==> config.mk <==
export PLATFORM = sky130hd
export DESIGN_NAME = csr_unit
export DESIGN_NICKNAME = d
export VERILOG_FILES = /design/src/hdl/core_cfg_pkg.sv /design/src/hdl/riscv_csr_pkg.sv /design/src/hdl/csr_req_if.sv /design/src/hdl/csr_decode.sv /design/src/hdl/csr_file.sv /design/src/hdl/csr_unit.sv /design/src/hdl/csr_writeback.sv
export SDC_FILE = /design/constraint.sdc
export NUM_CORES = 1
export LEC_CHECK = 0
export ABC_AREA = 1
export BUFFER_PORTS_ARGS = -buffer_cell sky130_fd_sc_hd__buf_2
export CORE_MARGIN = 5
export CORE_UTILIZATION = 45
export CTS_CLUSTER_SIZE = 12
export DETAILED_ROUTE_END_ITERATION = 12
export HOLD_SLACK_MARGIN = 0.03
export SETUP_SLACK_MARGIN = 0.2
export SLEW_MARGIN = 10
export SYNTH_ARGS = -nofsm -noshare
export SYNTH_HDL_FRONTEND = slang
export SYNTH_SLANG_ARGS = --single-unit
==> constraint.sdc <==
create_clock -name clk -period 8.56 [get_ports clk]
set_input_delay 0.428 -clock clk [delete_from_list [all_inputs] [get_ports clk]]
set_output_delay 0.428 -clock clk [all_outputs]
set_load 0.1 [all_outputs]
==> src/hdl/core_cfg_pkg.sv <==
package core_cfg_pkg;

  // misa and the counter split assume rv32
  localparam int unsigned xlen = 32;

  localparam int unsigned csr_addr_width = 12;
  localparam int unsigned reg_idx_width = 5;

  typedef logic [xlen-1:0] word_t;
  typedef logic [csr_addr_width-1:0] csr_addr_t;
  typedef logic [reg_idx_width-1:0] reg_idx_t;

endpackage

==> src/hdl/riscv_csr_pkg.sv <==
package riscv_csr_pkg;
  import core_cfg_pkg::*;

  localparam logic [6:0] opcode_system = 7'b1110011;

  // funct3 of the zicsr instructions
  typedef logic [2:0] csr_op_t;

  localparam csr_op_t funct3_csrrw = 3'b001;
  localparam csr_op_t funct3_csrrs = 3'b010;
  localparam csr_op_t funct3_csrrc = 3'b011;
  localparam csr_op_t funct3_csrrwi = 3'b101;
  localparam csr_op_t funct3_csrrsi = 3'b110;
  localparam csr_op_t funct3_csrrci = 3'b111;

  // unprivileged read-only counters
  localparam csr_addr_t csr_addr_cycle = 12'hc00;
  localparam csr_addr_t csr_addr_time = 12'hc01;
  localparam csr_addr_t csr_addr_instret = 12'hc02;
  localparam csr_addr_t csr_addr_cycleh = 12'hc80;
  localparam csr_addr_t csr_addr_timeh = 12'hc81;
  localparam csr_addr_t csr_addr_instreth = 12'hc82;

  // machine level
  localparam csr_addr_t csr_addr_mstatus = 12'h300;
  localparam csr_addr_t csr_addr_misa = 12'h301;
  localparam csr_addr_t csr_addr_mtvec = 12'h305;
  localparam csr_addr_t csr_addr_mstatush = 12'h310;
  localparam csr_addr_t csr_addr_mscratch = 12'h340;
  localparam csr_addr_t csr_addr_mhartid = 12'hf14;

  localparam logic [1:0] priv_mode_s = 2'b01;
  localparam logic [1:0] priv_mode_m = 2'b11;

  // mstatus bit positions
  localparam int unsigned mstatus_sie = 1;
  localparam int unsigned mstatus_mie = 3;
  localparam int unsigned mstatus_spie = 5;
  localparam int unsigned mstatus_mpie = 7;
  localparam int unsigned mstatus_spp = 8;
  localparam int unsigned mstatus_mpp_lo = 11;
  localparam int unsigned mstatus_mpp_hi = 12;
  localparam int unsigned mstatus_sum = 18;

  localparam int unsigned misa_ext_m = 12; // index of the letter m

endpackage

==> src/hdl/csr_req_if.sv <==
`timescale 1ns/1ps

interface csr_req_if
  import core_cfg_pkg::*;
  import riscv_csr_pkg::*;
();

  logic valid;   // one cycle per request
  csr_op_t op;
  csr_addr_t addr;
  word_t wdata;  // rs1 value or zero-extended uimm
  logic we;
  reg_idx_t rd;

  modport producer (
    output valid, op, addr, wdata, we, rd
  );

  modport file (
    input valid, op, addr, wdata, we
  );

  modport result (
    input valid, rd
  );

endinterface

==> src/hdl/csr_decode.sv <==
`timescale 1ns/1ps

module csr_decode
  import core_cfg_pkg::*;
  import riscv_csr_pkg::*;
(
  input  logic        clk,
  input  logic        nrst,
  input  logic        i_valid,
  input  word_t       i_inst,
  input  word_t       i_rs1_data,
  csr_req_if.producer o_req
);

  logic [6:0] opcode;
  csr_op_t funct3;
  reg_idx_t rs1_field;
  logic is_csr;
  logic imm_form;
  logic write_en;
  word_t operand;

  assign opcode = i_inst[6:0];
  assign funct3 = i_inst[14:12];
  assign rs1_field = i_inst[19:15];

  assign is_csr = i_valid && (opcode == opcode_system) && (funct3 != '0);
  assign imm_form = funct3[2];
  assign operand = imm_form ? word_t'(rs1_field) : i_rs1_data; // uimm zero-extended

  // set and clear with x0 or a zero uimm must not write
  always_comb begin
    case (funct3)
      funct3_csrrw, funct3_csrrwi: write_en = 1'b1;
      default: write_en = (rs1_field != '0);
    endcase
  end

  always_ff @(posedge clk) begin
    if (!nrst) begin
      o_req.valid <= 1'b0;
    end else begin
      o_req.valid <= is_csr;
    end
  end

  // payload only moves on an accepted instruction
  always_ff @(posedge clk) begin
    if (is_csr) begin
      o_req.op <= funct3;
      o_req.addr <= i_inst[31:20];
      o_req.wdata <= operand;
      o_req.we <= write_en;
      o_req.rd <= i_inst[11:7];
    end
  end

endmodule

==> src/hdl/csr_file.sv <==
`timescale 1ns/1ps

module csr_file
  import core_cfg_pkg::*;
  import riscv_csr_pkg::*;
#(
  parameter word_t hart_id = '0
) (
  input  logic        clk,
  input  logic        nrst,
  input  logic [63:0] i_rtc,
  input  logic        i_retire,
  csr_req_if.file     i_req,
  output word_t       o_rdata,
  output logic        o_unimpl
);

  localparam logic [1:0] misa_mxl = 2'd1; // rv32
  localparam word_t misa_value =
    (word_t'(misa_mxl) << (xlen - 2)) | (word_t'(1) << misa_ext_m);

  logic [63:0] mcycle;
  logic [63:0] minstret;

  // implemented mstatus fields
  logic status_sum;
  logic [1:0] status_mpp;
  logic status_spp;
  logic status_mpie;
  logic status_spie;
  logic status_mie;
  logic status_sie;

  word_t mtvec;
  word_t mscratch;
  word_t mstatus_value;
  word_t new_value;
  logic wr;

  always_comb begin
    mstatus_value = '0;
    mstatus_value[mstatus_sum] = status_sum;
    mstatus_value[mstatus_mpp_hi:mstatus_mpp_lo] = status_mpp;
    mstatus_value[mstatus_spp] = status_spp;
    mstatus_value[mstatus_mpie] = status_mpie;
    mstatus_value[mstatus_spie] = status_spie;
    mstatus_value[mstatus_mie] = status_mie;
    mstatus_value[mstatus_sie] = status_sie;
  end

  always_comb begin
    o_unimpl = 1'b0;
    case (i_req.addr)
      csr_addr_time: o_rdata = i_rtc[31:0];
      csr_addr_timeh: o_rdata = i_rtc[63:32];
      csr_addr_cycle: o_rdata = mcycle[31:0];
      csr_addr_cycleh: o_rdata = mcycle[63:32];
      csr_addr_instret: o_rdata = minstret[31:0];
      csr_addr_instreth: o_rdata = minstret[63:32];
      csr_addr_mstatus: o_rdata = mstatus_value;
      csr_addr_mstatush: o_rdata = '0; // no big-endian support
      csr_addr_mtvec: o_rdata = mtvec;
      csr_addr_mscratch: o_rdata = mscratch;
      csr_addr_mhartid: o_rdata = hart_id;
      csr_addr_misa: o_rdata = misa_value;
      default: begin
        o_rdata = '0;
        o_unimpl = 1'b1;
      end
    endcase
  end

  always_comb begin
    case (i_req.op)
      funct3_csrrs, funct3_csrrsi: new_value = o_rdata | i_req.wdata;
      funct3_csrrc, funct3_csrrci: new_value = o_rdata & ~i_req.wdata;
      default: new_value = i_req.wdata;
    endcase
  end

  assign wr = i_req.valid && i_req.we;

  always_ff @(posedge clk) begin
    if (!nrst) begin
      mcycle <= '0;
      minstret <= '0;
    end else begin
      mcycle <= mcycle + 64'd1;
      if (i_retire) begin
        minstret <= minstret + 64'd1;
      end
    end
  end

  always_ff @(posedge clk) begin
    if (!nrst) begin
      status_sum <= 1'b0;
      status_mpp <= priv_mode_m;
      status_spp <= priv_mode_s[0];
      status_mpie <= 1'b0;
      status_spie <= 1'b0;
      status_mie <= 1'b0;
      status_sie <= 1'b0;
    end else if (wr && i_req.addr == csr_addr_mstatus) begin
      status_sum <= new_value[mstatus_sum];
      status_mpp <= new_value[mstatus_mpp_hi:mstatus_mpp_lo];
      status_spp <= new_value[mstatus_spp];
      status_mpie <= new_value[mstatus_mpie];
      status_spie <= new_value[mstatus_spie];
      status_mie <= new_value[mstatus_mie];
      status_sie <= new_value[mstatus_sie];
    end
  end

  always_ff @(posedge clk) begin
    if (!nrst) begin
      mtvec <= '0;
      mscratch <= '0;
    end else if (wr) begin
      if (i_req.addr == csr_addr_mtvec) begin
        mtvec <= new_value;
      end
      if (i_req.addr == csr_addr_mscratch) begin
        mscratch <= new_value;
      end
    end
  end

endmodule

==> src/hdl/csr_unit.sv <==
`timescale 1ns/1ps

module csr_unit
  import core_cfg_pkg::*;
#(
  parameter word_t hart_id = '0
) (
  input  logic        clk,
  input  logic        nrst,
  input  logic        i_valid,
  input  word_t       i_inst,
  input  word_t       i_rs1_data,
  input  logic [63:0] i_rtc,
  input  logic        i_retire,
  output logic        o_rd_valid,
  output reg_idx_t    o_rd_addr,
  output word_t       o_rd_data,
  output logic        o_illegal
);

  word_t rdata;
  logic unimpl;

  csr_req_if req_if ();

  csr_decode decode_i (
    .clk        (clk),
    .nrst       (nrst),
    .i_valid    (i_valid),
    .i_inst     (i_inst),
    .i_rs1_data (i_rs1_data),
    .o_req      (req_if.producer)
  );

  csr_file #(
    .hart_id (hart_id)
  ) file_i (
    .clk      (clk),
    .nrst     (nrst),
    .i_rtc    (i_rtc),
    .i_retire (i_retire),
    .i_req    (req_if.file),
    .o_rdata  (rdata),
    .o_unimpl (unimpl)
  );

  csr_writeback writeback_i (
    .clk        (clk),
    .nrst       (nrst),
    .i_req      (req_if.result),
    .i_rdata    (rdata),
    .i_unimpl   (unimpl),
    .o_rd_valid (o_rd_valid),
    .o_rd_addr  (o_rd_addr),
    .o_rd_data  (o_rd_data),
    .o_illegal  (o_illegal)
  );

endmodule

==> src/hdl/csr_writeback.sv <==
`timescale 1ns/1ps

module csr_writeback
  import core_cfg_pkg::*;
(
  input  logic      clk,
  input  logic      nrst,
  csr_req_if.result i_req,
  input  word_t     i_rdata,
  input  logic      i_unimpl,
  output logic      o_rd_valid,
  output reg_idx_t  o_rd_addr,
  output word_t     o_rd_data,
  output logic      o_illegal
);

  always_ff @(posedge clk) begin
    if (!nrst) begin
      o_rd_valid <= 1'b0;
      o_illegal <= 1'b0;
    end else begin
      o_rd_valid <= i_req.valid;
      o_illegal <= i_req.valid && i_unimpl;
    end
  end

  always_ff @(posedge clk) begin
    if (i_req.valid) begin
      o_rd_addr <= i_req.rd;
      // x0 always gets zero
      o_rd_data <= (i_req.rd == '0) ? '0 : i_rdata;
    end
  end

endmodule

# --- Word level (Yosys, flattened, before mapping) ---
# Cells that the tools add are included.
# W data, S select, Z words.
classes:
  add_sub_neg: 2
  n_eq_ne: 19
  mux: 4
  bitwise_logic: 3
  reduce_logical: 14
op_table:
  columns: ["op", "count"]
  rows:
  - ["$pmux W32 S10", 1]
  - ["$add A64 B1 Y64 const B", 2]
  - ["$eq A12 B12 Y1 const B", 7]
  - ["$pmux W32 S2", 1]
  - ["$eq A12 B10 Y1 const B", 5]
  - ["$and A32 B32 Y32", 1]
  - ["$not A32 Y32", 1]
  - ["$or A32 B32 Y32", 1]
  - ["$reduce_or A12 Y1", 1]
  - ["$eq A3 B3 Y1 const B", 3]
  - ["$eq A7 B7 Y1 const B", 1]
  - ["$eq A3 B2 Y1 const B", 2]
  - ["$reduce_or A2 Y1", 3]
  - ["$logic_and A1 B1 Y1", 5]
  - ["$logic_not A5 Y1", 1]
  - ["$mux W5", 1]
  - ["$reduce_bool A5 Y1", 1]
  - ["$reduce_and A2 Y1", 2]
  - ["$eq A3 B1 Y1 const B", 1]
  - ["$reduce_bool A3 Y1", 1]
  - ["$mux W1", 1]
word_totals:
  ff_bits: 293
  inputBits: 132
  elab_cells: 64

# --- Longest topological paths before layout ---
# Gate-level depths: netlist of the first run.
depth:
  word_depth: 4
  ltp_mapped: 14
  ltp_nobuf: 13

# --- By module ---
# From an unflattened synthesis of the first run, not the netlist that was laid out.
hier_totals:
  hier_cells: 2499
  area_unflattened_um2: 16816.1
by_module_without_submodules:
  columns: ["mod", "n_inst", "cells_each", "area_per_inst_um2"]
  rows:
  - ["csr_file", 1, 2240, 13375.3]
  - ["csr_decode", 1, 145, 1966.9]
  - ["csr_writeback", 1, 114, 1473.9]

# --- Worst setup path after synthesis of the first run ---
# OpenSTA, ideal clock, no wires.
synth_path:
  path_kind: "input port to flip-flop"
  from: "in i_inst[3]"
  to: "reg decode_i.o_req.addr[0] (enable)"
  setup_ns: 0.594
  arrival_ns: 5.639
  slack_ns: 2.327
  stages: 3
  n_path_buf: 0
  cell_sequence: "nor3_1 > inv_1 > nor4_1"
synth_via:
  elab_chain_len: 3
synth_lines:
  columns: ["item", "line", "text"]
  rows:
  - ["from (decl)", "csr_unit.sv:11", "input word_t i_inst,"]
  - ["$eq A7 B7 Y1", "csr_decode.sv:27", "assign is_csr = i_valid && (opcode == opcode_system) && (funct3 != '0);"]
  - ["$logic_and A1 B1 Y1 (2 in series)", "csr_decode.sv:27", null]
  - ["via decode_i.is_csr", "csr_decode.sv:18", "logic is_csr;"]
  - ["to (signal assigned)", "csr_decode.sv:51", "o_req.addr <= i_inst[31:20];"]
  - ["to (decl)", "csr_req_if.sv:16", "output valid, op, addr, wdata, we, rd"]
# The timed path passes the listed nets, and every way through them passes these cells.
# A chain may end at the register's enable or synchronous reset.

# --- Worst setup path after layout of the first run ---
layout_path:
  from: "reg decode_i.o_req.addr[1]"
  to: "reg file_i.mscratch[15]"
layout_via:
  elab_chain_len: 4
layout_lines:
  columns: ["item", "line", "text"]
  rows:
  - ["$eq A12 B10 Y1, or another cell as far along", "csr_file.sv:53", "case (i_req.addr)"]
  - ["$pmux W32 S10", "csr_file.sv:53", null]
  - ["$and A32 B32 Y32 or $or A32 B32 Y32 (tied branches)", "csr_file.sv:76, csr_file.sv:75", null]
  - ["$pmux W32 S2", "csr_file.sv:74", "case (i_req.op)"]
  - ["to (signal assigned)", "csr_file.sv:124", "mscratch <= new_value;"]
  - ["to (decl)", "csr_file.sv:35", "word_t mscratch;"]
# Parallel ways exist; a longest one is shown, timed or not.

==> results of run 1 <==
[through the flow]
| step | worst slack, ns | std cells | hold slack (ns) | total power, mW | cell area [sq um] |
|---|---|---|---|---|---|
| after CTS | 5.64 | 3105 | 0.0301 | 3.09 | 19100 |
| after detailed placement | 5.66 | 3031 | 0.435 | 1.54 | 17900 |
| after floorplan | 2.33 | 2460 | 0.417 | 1.49 | 16700 |
| after global routing | 5.36 | 3105 | 0.0398 | 3.16 | 19100 |
| final | 5.60 | 3105 | 0.0546 | 3.07 | 19100 |
| after global placement | 5.74 | 3031 | 0.431 | 1.54 | 17900 |
[cell type report]
cell class                 count  area (sq um)
inverter                     317          1190
clock inverter                 8          83.8
fill                        3737         17500
timing repair buffer         188          1010
multi-input combinational   1774          8410
sequential                   292          6740
tap                          468           586
clock buffer                  58          1100
[worst min-delay path by stage]
stage / startpoint / end / slack [ns] / depth (start not counted)
after detailed placement: decode_i.o_req.rd[1]$_DFFE_PP_ / writeback_i.o_rd_addr[1]$_DFFE_PP_ / 0.43 / 0
after floorplan: decode_i.o_req.rd[4]$_DFFE_PP_ / writeback_i.o_rd_addr[4]$_DFFE_PP_ / 0.42 / 0
after global placement: decode_i.o_req.rd[3]$_DFFE_PP_ / writeback_i.o_rd_addr[3]$_DFFE_PP_ / 0.43 / 0
final: i_inst[24] / decode_i.o_req.addr[4]$_DFFE_PP_ / 0.05 / 1
after global routing: i_inst[29] / decode_i.o_req.addr[9]$_DFFE_PP_ / 0.04 / 1
after CTS: i_inst[29] / decode_i.o_req.addr[9]$_DFFE_PP_ / 0.03 / 1
[sequential cells by signal (all words and copies together), names as in the netlist, 2 cells and up]
| name | cells |
|---|---|
| file_i.status_mpp | 2 |
| decode_i.o_req.wdata | 32 |
| writeback_i.o_rd_addr | 5 |
| file_i.mtvec | 32 |
| file_i.minstret | 64 |
| decode_i.o_req.op | 2 |
| decode_i.o_req.addr | 12 |
| file_i.mscratch | 32 |
| decode_i.o_req.rd | 5 |
| file_i.mcycle | 64 |
| writeback_i.o_rd_data | 32 |
[layout by cell type, fill, tap and decap left out, types with 2 or more instances in the layout]
master and n:
a21oi_1 114, a31oi_1 3, and2_1 2, and3_1 2
buf_2 169, buf_4 11, clkbuf_1 14, clkbuf_16 39
clkbuf_8 5, clkinv_2 5, dfxtp_1 202, dlygate4sd3_1 8
edfxtp_1 89, ha_1 2, inv_1 306, inv_2 8
inv_4 2, nand2_1 637, nand2_2 12, nand2_4 6
nand3_1 267, nand3_2 3, nand3b_1 4, nand4_1 56
nor2_1 325, nor2_2 20, nor2_4 17, nor2_8 4
nor3_1 85, nor3_2 11, nor4_1 11, nor4_2 2
o21a_1 68, o21ai_0 71, o21ai_1 13, or2_0 7
or2_2 4, xnor2_1 10, xor2_1 13
[metal layers]
layer | up-vias | global-route usage [%] | share of wire, % | routed length (um)
met5 | - | 0 | 0 | 0
met2 | 747 | 49.7 | 44 | 30000
met4 | 0 | 11.5 | 3.7 | 2520
li1 | 8284 | - | - | -
met3 | 126 | 4.94 | 8.0 | 5480
met1 | 8181 | 46.9 | 45 | 30500
[worst register-to-register path, delay by kind of cell (launching register included)]
family        cells  cell delay, ns
flops             1            0.43
buf+inv           3            0.29
simple gates     10            2.18
[power by group through the flow]
| stage | Combinational (mW) | Clock (mW) | Sequential (mW) |
|---|---|---|---|
| detailed placement | 0.0836 | 0 | 1.46 |
| global placement | 0.0820 | 0 | 1.46 |
| finish | 0.0875 | 1.55 | 1.43 |
| global route | 0.0953 | 1.63 | 1.43 |
| CTS | 0.0867 | 1.58 | 1.43 |
| floorplan | 0.0342 | 0 | 1.46 |
[synthesized netlist by cell type, types with 19 or more instances]
cell | number | area share [%]
nor2_2 | 19 | 0.71
nand4_1 | 56 | 2.1
inv_1 | 307 | 6.9
clkbuf_1 | 31 | 0.70
o21a_1 | 68 | 3.1
nor2_1 | 327 | 7.3
o21ai_0 | 71 | 2.1
nand2_1 | 637 | 14
edfxtp_1 | 89 | 16
dfxtp_1 | 203 | 24
buf_2 | 29 | 0.87
a21oi_1 | 114 | 3.4
nor3_1 | 85 | 2.5
nand3_1 | 267 | 8.0
[cell families (layout without fill, tap and decap cells)]
group | after synthesis | count (layout) | share of synthesized area (%)
buffers and inverters | 394 | 571 | 9.49
flip-flops | 292 | 292 | 40.3
adder cells (fa/ha/maj) | 2 | 2 | 0.150
AND/OR/NAND/NOR | 1477 | 1477 | 39.6
AO/OA/AOI/OAI | 272 | 272 | 9.25
XOR/XNOR | 23 | 23 | 1.20
[timing repair]
action / CTS / global route
hold buffers: 8 / 0
endpoints found under the hold margin: 8 / 0
gates resized for setup: 0 / 0
==> results.py, run 1 <==
metrics = {
    "worst_setup_path": {
        "worst_setup_path_end_kind": "flop",
        "path_max_fanout": 21,
        "crit_slowest_cell": "nor2_2",
        "ff2ff_path_depth": 13,
        "r2r_start": "decode_i.o_req.addr[1]$_DFFE_PP_",
        "worst-path-buf-inv": 3,
        "cp-endpoint": "file_i.mscratch[15]$_SDFFE_PN0P_",
        "start_kind": "flop",
        "crit_family": "simple AND/OR/NAND/NOR gates",
        "cp_data_arrival_time_ns": 3.45,
        "reg2reg_to": "file_i.mscratch[15]$_SDFFE_PN0P_",
        "crit_path_max_incr_delay_ns": 0.89,
        "cp-startpoint": "decode_i.o_req.addr[1]$_DFFE_PP_",
        "crit_top_cell": "nand2_1",
        "crit_type": "flop to flop",
        "reg2reg_setup_slack_ns": 5.60,
        "worstPathCellList": "inv_2, nand2_2, nor2_4, inv_2, nor2_2, nand2_1, nand2_1, nor2_1, nand2_1, nand2_1, nand3_1, nand2_1, inv_1",
        "crit_cells": 13,
        "cp.required_ns": 9.05,
    },
    "grt": {
        "antenna_found_initial": 0,
        "grt.overflow.total": 0,
        "grt_pass1_vias": 15900,
        "grt_start_max_net_pins": 84,
        "grt_usage_pct": 32.5,
        "grt_pass1_wl_um": 101000,
    },
    "route": {
        "drtPass1Iterations": 7,
        "antenna_left": 0,
        "dr.first_iter.drc_count": 1968,
        "drc": 0,
        "route.vias.total": 17300,
        "avgRoutedWirePerCell_um": 22.1,
        "routed_wl_um": 68500,
        "vias_per_cell": 5.58,
    },
    "floorplan": {
        "ios": 171,
        "die_w_um": 203,
        "start_util_pct": 45.7,
        "die_h_um": 203,
        "num_rows": 70,
        "dieArea_sq_um": 41100,
        "core_area_sq_um": 36600,
    },
    "clocking": {
        "cts.clk_slew.worst_paths_ns": 0.06,
        "htree_levels": 2,
        "clock-sinks": 292,
        "cts_inserted_buffers": 37,
        "insertion_delay_ns": 0.56,
        "cts.path.max_buffers": 3,
        "post_cts_buffers": 0,
        "root_buffer": "clkbuf_16",
        "cts_tree": "built",
    },
    "timing": {
        "post-route-period-util_pct": 34.6,
        "tns_ns": 0,
        "worstMarginPinSlew_ns": 1.13,
        "rsz0062_at_grt": "false",
        "slew_violations": 0,
        "min_period_ns": 2.96,
        "relSlewSlack_pct": 24.4,
        "setup_viol": 0,
        "finalHoldViolCount": 0,
        "final.setup_skew_ns": 0.0304,
        "fmax_mhz": 338,
    },
    "final_layout": {
        "fin_util_pct": 52.2,
        "drive_above_1_share_pct": 12.3,
        "n_antenna_cell": 0,
        "finalNetCount": 2744,
        "syn_to_final_growth_pct": 14.4,
    },
    "pwr": {
        "cellInternalPower_mw": 2.37,
        "switchingPower_mw": 0.697,
        "p_leak_nw": 7.92,
        "p_per_area_nw_per_um2": 161,
        "p_sw_share_pct": 22.7,
        "ir_drop_mv": 0.183,
        "seqPwrFrac_pct": 46.6,
        "clock_power_share_pct": 50.6,
        "power_frac_comb_pct": 2.8,
    },
    "logic_synthesis": {
        "synth_nets": 2594,
        "yosysSeqAreaShare_pct": 40.3,
        "synthCells": 2460,
        "yosys_warnings": 0,
        "synthArstFlopShare_pct": 0,
        "synth.distinct_cells": 44,
        "avgSynthCellArea_sq_um": 6.80,
        "synth_edf_count": 89,
        "synth-seq-cells": 292,
        "synthFlopType": "dfxtp_1",
        "syn_area_sq_um": 16700,
    },
    "place": {
        "dp_hpwl_um": 53100,
        "gp_congestion": 0.973,
        "numPortBuffers": 170,
    },
    "worst_hold_path": {
        "hold_class": "input pin to flop",
    },
    "status": {
        "status": "finished, final reports clean",
    },
    "flow_run": {
        "cap_violations": 0,
    },
}
No activity file was read; power rests on OpenSTA's default activity.
==> inputs of run 2 (changes only) <==
==> constraint.sdc (replaced) <==
create_clock -name clk -period 2.8 [get_ports clk]
set_input_delay 0.14 -clock clk [delete_from_list [all_inputs] [get_ports clk]]
set_output_delay 0.14 -clock clk [all_outputs]
set_load 0.1 [all_outputs]
==> run 2 against run 1 <==
  * Setup slack worse by 5.3 ns
  * Largest cell class unchanged
  * Utilization is 2.3 points higher
  * Fmax is 20% higher
  * Routed wire length is 4.5% higher
  * Critical path type unchanged
  * Flip-flop and latch count stayed put
  * Sequential share of layout area is 1.5 points lower
  * Critical endpoint is now file_i.mtvec[20]$_SDFFE_PN0P_
  * First-iteration DRC count is 0.76% higher
  * Power grew to 3.0 times the previous value
==> results.py, run 2 (synthesis gave the netlist of run 1 again) <==
metrics = {
    "status": {
        "status": "finished, final reports clean",
    },
    "place": {
        "dp_hpwl_um": 55900,
        "numPortBuffers": 170,
        "gp_congestion": 1.04,
    },
    "worst_setup_path": {
        "worst_setup_path_end_kind": "flop",
        "path_max_fanout": 12,
        "crit_path_max_incr_delay_ns": 0.46,
        "crit_family": "simple AND/OR/NAND/NOR gates",
        "cp_data_arrival_time_ns": 2.97,
        "crit_type": "flop to flop",
        "crit_top_cell": "nand2_1",
        "cp.required_ns": 3.29,
        "reg2reg_setup_slack_ns": 0.33,
        "worst-path-buf-inv": 2,
        "crit_slowest_cell": "edfxtp_1",
        "worstPathCellList": "nor2_4, nand2_4, nor2_4, nand2_1, buf_4, o21ai_1, nor2_1, nand2_1, nand2_1, nand3_1, nand2_1, inv_1",
        "r2r_start": "decode_i.o_req.addr[7]$_DFFE_PP_",
        "start_kind": "flop",
        "ff2ff_path_depth": 12,
        "reg2reg_to": "file_i.mtvec[20]$_SDFFE_PN0P_",
    },
    "clocking": {
        "cts.path.max_buffers": 3,
        "root_buffer": "clkbuf_16",
        "post_cts_buffers": 0,
        "cts_resized": 0,
        "clock-sinks": 292,
        "insertion_delay_ns": 0.56,
        "cts_inserted_buffers": 36,
        "htree_levels": 2,
        "cts_tree": "built",
        "cts.clk_slew.worst_paths_ns": 0.07,
    },
    "timing": {
        "relSlewSlack_pct": 48.4,
        "rsz0062_at_grt": "false",
        "min_period_ns": 2.47,
        "setup_viol": 0,
        "slew_violations": 0,
        "tns_ns": 0,
        "final.setup_skew_ns": 0.0214,
        "post-route-period-util_pct": 88.4,
        "fmax_mhz": 404,
        "worstMarginPinSlew_ns": 0.769,
        "finalHoldViolCount": 0,
    },
    "final_layout": {
        "top_regs": "file_i.mcycle (64), file_i.minstret (64)",
        "mostFrequentLayoutCells": "nand2_1, nor2_1, inv_1",
        "drive_above_1_share_pct": 13.1,
        "finalNetCount": 2832,
        "fin_util_pct": 54.5,
        "mostFrequentLayoutCell": "nand2_1",
        "syn_to_final_growth_pct": 19.3,
        "n_antenna_cell": 0,
    },
    "grt": {
        "grt_usage_pct": 34.0,
        "antenna_found_initial": 0,
        "grt_pass1_vias": 16900,
        "grt_pass1_wl_um": 106000,
        "grt.overflow.total": 0,
        "grt_start_max_net_pins": 55,
    },
    "route": {
        "dr.first_iter.drc_count": 1983,
        "vias_per_cell": 5.58,
        "routed_wl_um": 71600,
        "drc": 0,
        "avgRoutedWirePerCell_um": 22.4,
        "antenna_left": 0,
        "route.vias.total": 17800,
        "drtPass1Iterations": 6,
    },
    "pwr": {
        "p_leak_nw": 8.32,
        "ir_drop_mv": 0.501,
        "p_per_area_nw_per_um2": 467,
    },
    "flow_run": {
        "cap_violations": 0,
    },
    "worst_hold_path": {
        "hold_depth": 5,
        "hold_class": "input pin to flop",
        "hold_end": "writeback_i.o_rd_data[27]$_SDFFCE_PN0P_",
        "min_from": "i_rtc[27]",
    },
    "floorplan": {
        "start_util_pct": 45.7,
        "num_rows": 70,
        "ios": 171,
        "core_area_sq_um": 36600,
        "die_h_um": 203,
        "die_w_um": 203,
        "dieArea_sq_um": 41100,
    },
}
[run 2: changes by cell type in the layout (fill, tap and decap cells not counted), moves of 3 or more]
cell           before  now
clkbuf_16          39   36
buf_4              11   40
buf_12              0    6
clkbuf_1           14    5
clkinv_1            1    9
dlygate4sd3_1       8   62
[run 2: routing by layer]
metal / share of wire, % / global-route usage (%) / vias up
li1: - / - / 8461
met1: 43 / 47.5 / 8269
met2: 44 / 52.6 / 923
met3: 9.1 / 5.88 / 147
met4: 4.4 / 13.6 / 0
met5: 0 / 0 / -
[run 2: tightest hold or removal path, stage by stage]
cell,delay (ns)
buf_2,0.07
nand2_1,0.05
nand2_1,0.05
nor2_1,0.05
a21oi_1,0.13
[run 2: worst max path at each step]
stage | from | end | slack, ns | cells after the start
floorplan | i_inst[3] | decode_i.o_req.addr[0]$_DFFE_PP_ | 0.29 | 3
global placement | decode_i.o_req.addr[7]$_DFFE_PP_ | file_i.mtvec[20]$_SDFFE_PN0P_ | 0.48 | 12
detailed placement | decode_i.o_req.addr[3]$_DFFE_PP_ | file_i.mtvec[8]$_SDFFE_PN0P_ | 0.44 | 11
CTS | decode_i.o_req.addr[7]$_DFFE_PP_ | file_i.mtvec[20]$_SDFFE_PN0P_ | 0.40 | 12
global route | decode_i.o_req.addr[7]$_DFFE_PP_ | file_i.mscratch[20]$_SDFFE_PN0P_ | 0.24 | 12
finish | decode_i.o_req.addr[7]$_DFFE_PP_ | file_i.mtvec[20]$_SDFFE_PN0P_ | 0.33 | 12
[run 2: final cells by class]
type | count | area (sq um)
clock buffers | 46 | 988
clock inverters | 17 | 140
fillers | 3627 | 16700
inverters | 317 | 1190
multi-input cells | 1774 | 8420
flip-flops and latches | 292 | 6740
well taps | 468 | 586
repair buffers | 277 | 1890
[run 2: power breakdown]
group | switching (mW) | internal (mW) | total, mW
Combinational | 0.178 | 0.159 | 0.337
Clock | 1.94 | 2.67 | 4.61
Sequential | 0.0131 | 4.36 | 4.37
Total | 2.13 | 7.19 | 9.31
[run 2: what timing repair did]
| action | CTS | global route |
|---|---|---|
| hold endpoints to repair | 77 | 0 |
| setup endpoints to repair | 0 | 0 |
| hold buffers | 62 | 0 |
[run 2: stage by stage]
step	hold slack (ns)	cell area (sq um)	instances	setup WS [ns]	total power, mW
after global routing	0.0789	20000	3191	0.236	9.57
after global placement	0.318	18200	3066	0.477	4.72
after CTS	0.0338	20000	3191	0.399	9.38
final	0.0550	20000	3191	0.325	9.31
after floorplan	0.239	16700	2460	0.292	4.57
after detailed placement	0.318	18200	3066	0.441	4.72
==> inputs of run 3 (changes only) <==
--- a/config.mk
+++ b/config.mk
@@ -6,11 +6,11 @@
 export NUM_CORES = 1
 export LEC_CHECK = 0
 export ABC_AREA = 1
-export BUFFER_PORTS_ARGS = -buffer_cell sky130_fd_sc_hd__buf_2
 export CORE_MARGIN = 5
-export CORE_UTILIZATION = 45
+export CORE_UTILIZATION = 30
 export CTS_CLUSTER_SIZE = 12
 export DETAILED_ROUTE_END_ITERATION = 12
+export DONT_BUFFER_PORTS = 1
 export HOLD_SLACK_MARGIN = 0.03
 export SETUP_SLACK_MARGIN = 0.2
 export SLEW_MARGIN = 10
==> run 3 against run 2 <==
  * Global-route usage fell by 12 points
  * Via count fell by 3.4%
  * Fmax rose by 0.98%
  * Critical path depth rose by 2
  * Final cell count rose by 5.0%
  * Clock power rose by 4%
  * Clock-buffer cell count rose by 4
  * Critical path type unchanged
==> results.py, run 3 (synthesis gave the netlist of run 1 again) <==
metrics = {
    "status": {
        "status": "finished, final reports clean",
    },
    "timing": {
        "post-route-period-util_pct": 87.5,
        "finalHoldViolCount": 0,
        "slew_violations": 0,
        "setup_ws_ns": 0.349,
        "setup_viol": 0,
        "rsz0062_at_grt": "false",
        "worstMarginPinSlew_ns": 1.13,
        "final.setup_skew_ns": 0.0232,
        "timing.hold.ws_ns": 0.0414,
        "tns_ns": 0,
        "relSlewSlack_pct": 24.3,
        "fmax_mhz": 408,
        "min_period_ns": 2.45,
    },
    "grt": {
        "grt_start_max_net_pins": 119,
        "grt_pass1_wl_um": 99200,
        "antenna_found_initial": 8,
        "grt.overflow.total": 0,
        "grt_pass1_vias": 15800,
        "grt_usage_pct": 21.5,
    },
    "worst_setup_path": {
        "r2r_start": "decode_i.o_req.addr[7]$_DFFE_PP_",
        "path_max_fanout": 8,
        "ff2ff_path_depth": 14,
        "start_kind": "flop",
        "reg2reg_setup_slack_ns": 0.35,
        "crit_slowest_cell": "dlygate4sd3_1",
        "worst_setup_path_end_kind": "flop",
        "crit_family": "simple AND/OR/NAND/NOR gates",
        "crit_top_cell": "nand2_1",
        "worst-path-buf-inv": 3,
        "crit_path_max_incr_delay_ns": 0.53,
        "crit_type": "flop to flop",
        "worstPathCellList": "nor2_4, nand2_4, inv_2, nand2_2, nor2_4, nand2_1, nand2_1, nor2_1, nand2_1, dlygate4sd3_1, nand2_1, nand3_1, nand2_1, inv_1",
        "cp.required_ns": 3.30,
        "cp-startpoint": "decode_i.o_req.addr[7]$_DFFE_PP_",
        "reg2reg_to": "file_i.mscratch[20]$_SDFFE_PN0P_",
        "cp_data_arrival_time_ns": 2.95,
    },
    "route": {
        "routed_wl_um": 68500,
        "dr.first_iter.drc_count": 1998,
        "drc": 0,
        "drtPass1Iterations": 8,
        "vias_per_cell": 5.13,
        "route.vias.total": 17200,
        "antenna_left": 0,
        "avgRoutedWirePerCell_um": 20.4,
    },
    "place": {
        "post_dp_cell_area_sq_um": 17600,
        "dp_hpwl_um": 51700,
        "gp_congestion": 1.01,
        "numPortBuffers": 0,
        "place_ws_ns": 0.415,
    },
    "clocking": {
        "cts_inserted_buffers": 35,
        "htree_levels": 2,
        "root_buffer": "clkbuf_16",
        "insertion_delay_ns": 0.56,
        "cts.clk_slew.worst_paths_ns": 0.06,
        "cts.path.max_buffers": 3,
        "cts_tree": "built",
        "clock-sinks": 292,
    },
    "final_layout": {
        "finalNetCount": 2705,
        "mostFrequentLayoutCell": "nand2_1",
        "syn_to_final_growth_pct": 20.0,
        "fin_util_pct": 36.3,
        "top_regs": "file_i.mcycle (64), file_i.minstret (64)",
        "drive_above_1_share_pct": 7.62,
        "final_area_sq_um": 20100,
        "mostFrequentLayoutCells": "nand2_1, nor2_1, inv_1",
    },
    "floorplan": {
        "start_util_pct": 30.3,
        "dieArea_sq_um": 60600,
        "core_area_sq_um": 55200,
        "ios": 171,
        "die_h_um": 246,
        "die_w_um": 246,
        "num_rows": 86,
    },
    "pwr": {
        "ir_drop_mv": 0.329,
        "p_per_area_nw_per_um2": 472,
        "p_leak_nw": 7.94,
    },
    "worst_hold_path": {
        "hold_end": "file_i.minstret[39]$_SDFFE_PN0P_",
        "min_from": "nrst",
        "hold_class": "input pin to flop",
        "hold_depth": 3,
    },
    "flow_run": {
        "cap_violations": 0,
    },
}
-- run 3: cell count changes in the layout (fill, tap and decap cells not counted), sizes merged --
cell,delta
nor2,+1
dlygate4sd3,+42
clkinv,-4
clkbuf,+4
bufinv,+1
buf,-169
diode,+6
-- run 3: worst max path at each step --
stage / end / slack, ns / depth (start not counted)
floorplan: decode_i.o_req.addr[0]$_DFFE_PP_ / 0.29 / 3
global placement: file_i.mtvec[25]$_SDFFE_PN0P_ / 0.41 / 12
detailed placement: file_i.mscratch[25]$_SDFFE_PN0P_ / 0.41 / 12
CTS: file_i.mtvec[20]$_SDFFE_PN0P_ / 0.23 / 14
global route: file_i.mtvec[20]$_SDFFE_PN0P_ / 0.20 / 15
finish: file_i.mscratch[20]$_SDFFE_PN0P_ / 0.35 / 14
-- run 3: worst reg2reg max path, delay by kind of cell, from the launching register on --
kind	cells	cell delay (ns)
buffers and inverters	3	0.68
flip-flops	1	0.46
AND/OR/NAND/NOR	11	1.25
-- run 3: final cells by class --
| class | instances | area, sq um |
|---|---|---|
| antenna | 6 | 15.0 |
| clock buffer | 50 | 1040 |
| clock inverter | 14 | 154 |
| fill | 5868 | 35100 |
| inverter | 317 | 1190 |
| multi-input combinational | 1775 | 8470 |
| sequential | 292 | 6740 |
| tap | 748 | 936 |
| timing repair buffer | 150 | 1510 |
-- run 3: where the power goes --
group | total, mW | switching [mW] | internal, mW
Combinational | 0.284 | 0.150 | 0.134
Sequential | 4.38 | 0.0216 | 4.35
Clock | 4.81 | 1.93 | 2.88
-- run 3: routing by layer --
layer	track usage, %	up-vias	share of wire [%]
li1	-	8215	-
met1	29.4	7955	42
met2	33.4	863	44
met3	5.16	145	11
met4	7.34	8	3.9
met5	0	-	0.082
-- run 3: repair_timing --
| item | 4_1_cts | 5_1_grt |
|---|---|---|
| setup endpoints to repair | 0 | 6 |
| hold buffers | 105 | 0 |
| setup buffers | 0 | 13 |
| gates resized for setup | 0 | 15 |
| hold endpoints to repair | 198 | 0 |
-- run 3: metrics by stage --
stage	power [mW]	cells
floorplan	4.57	2460
global placement	4.58	3163
detailed placement	4.58	3163
CTS	9.52	3332
global route	9.69	3347
finish	9.47	3352
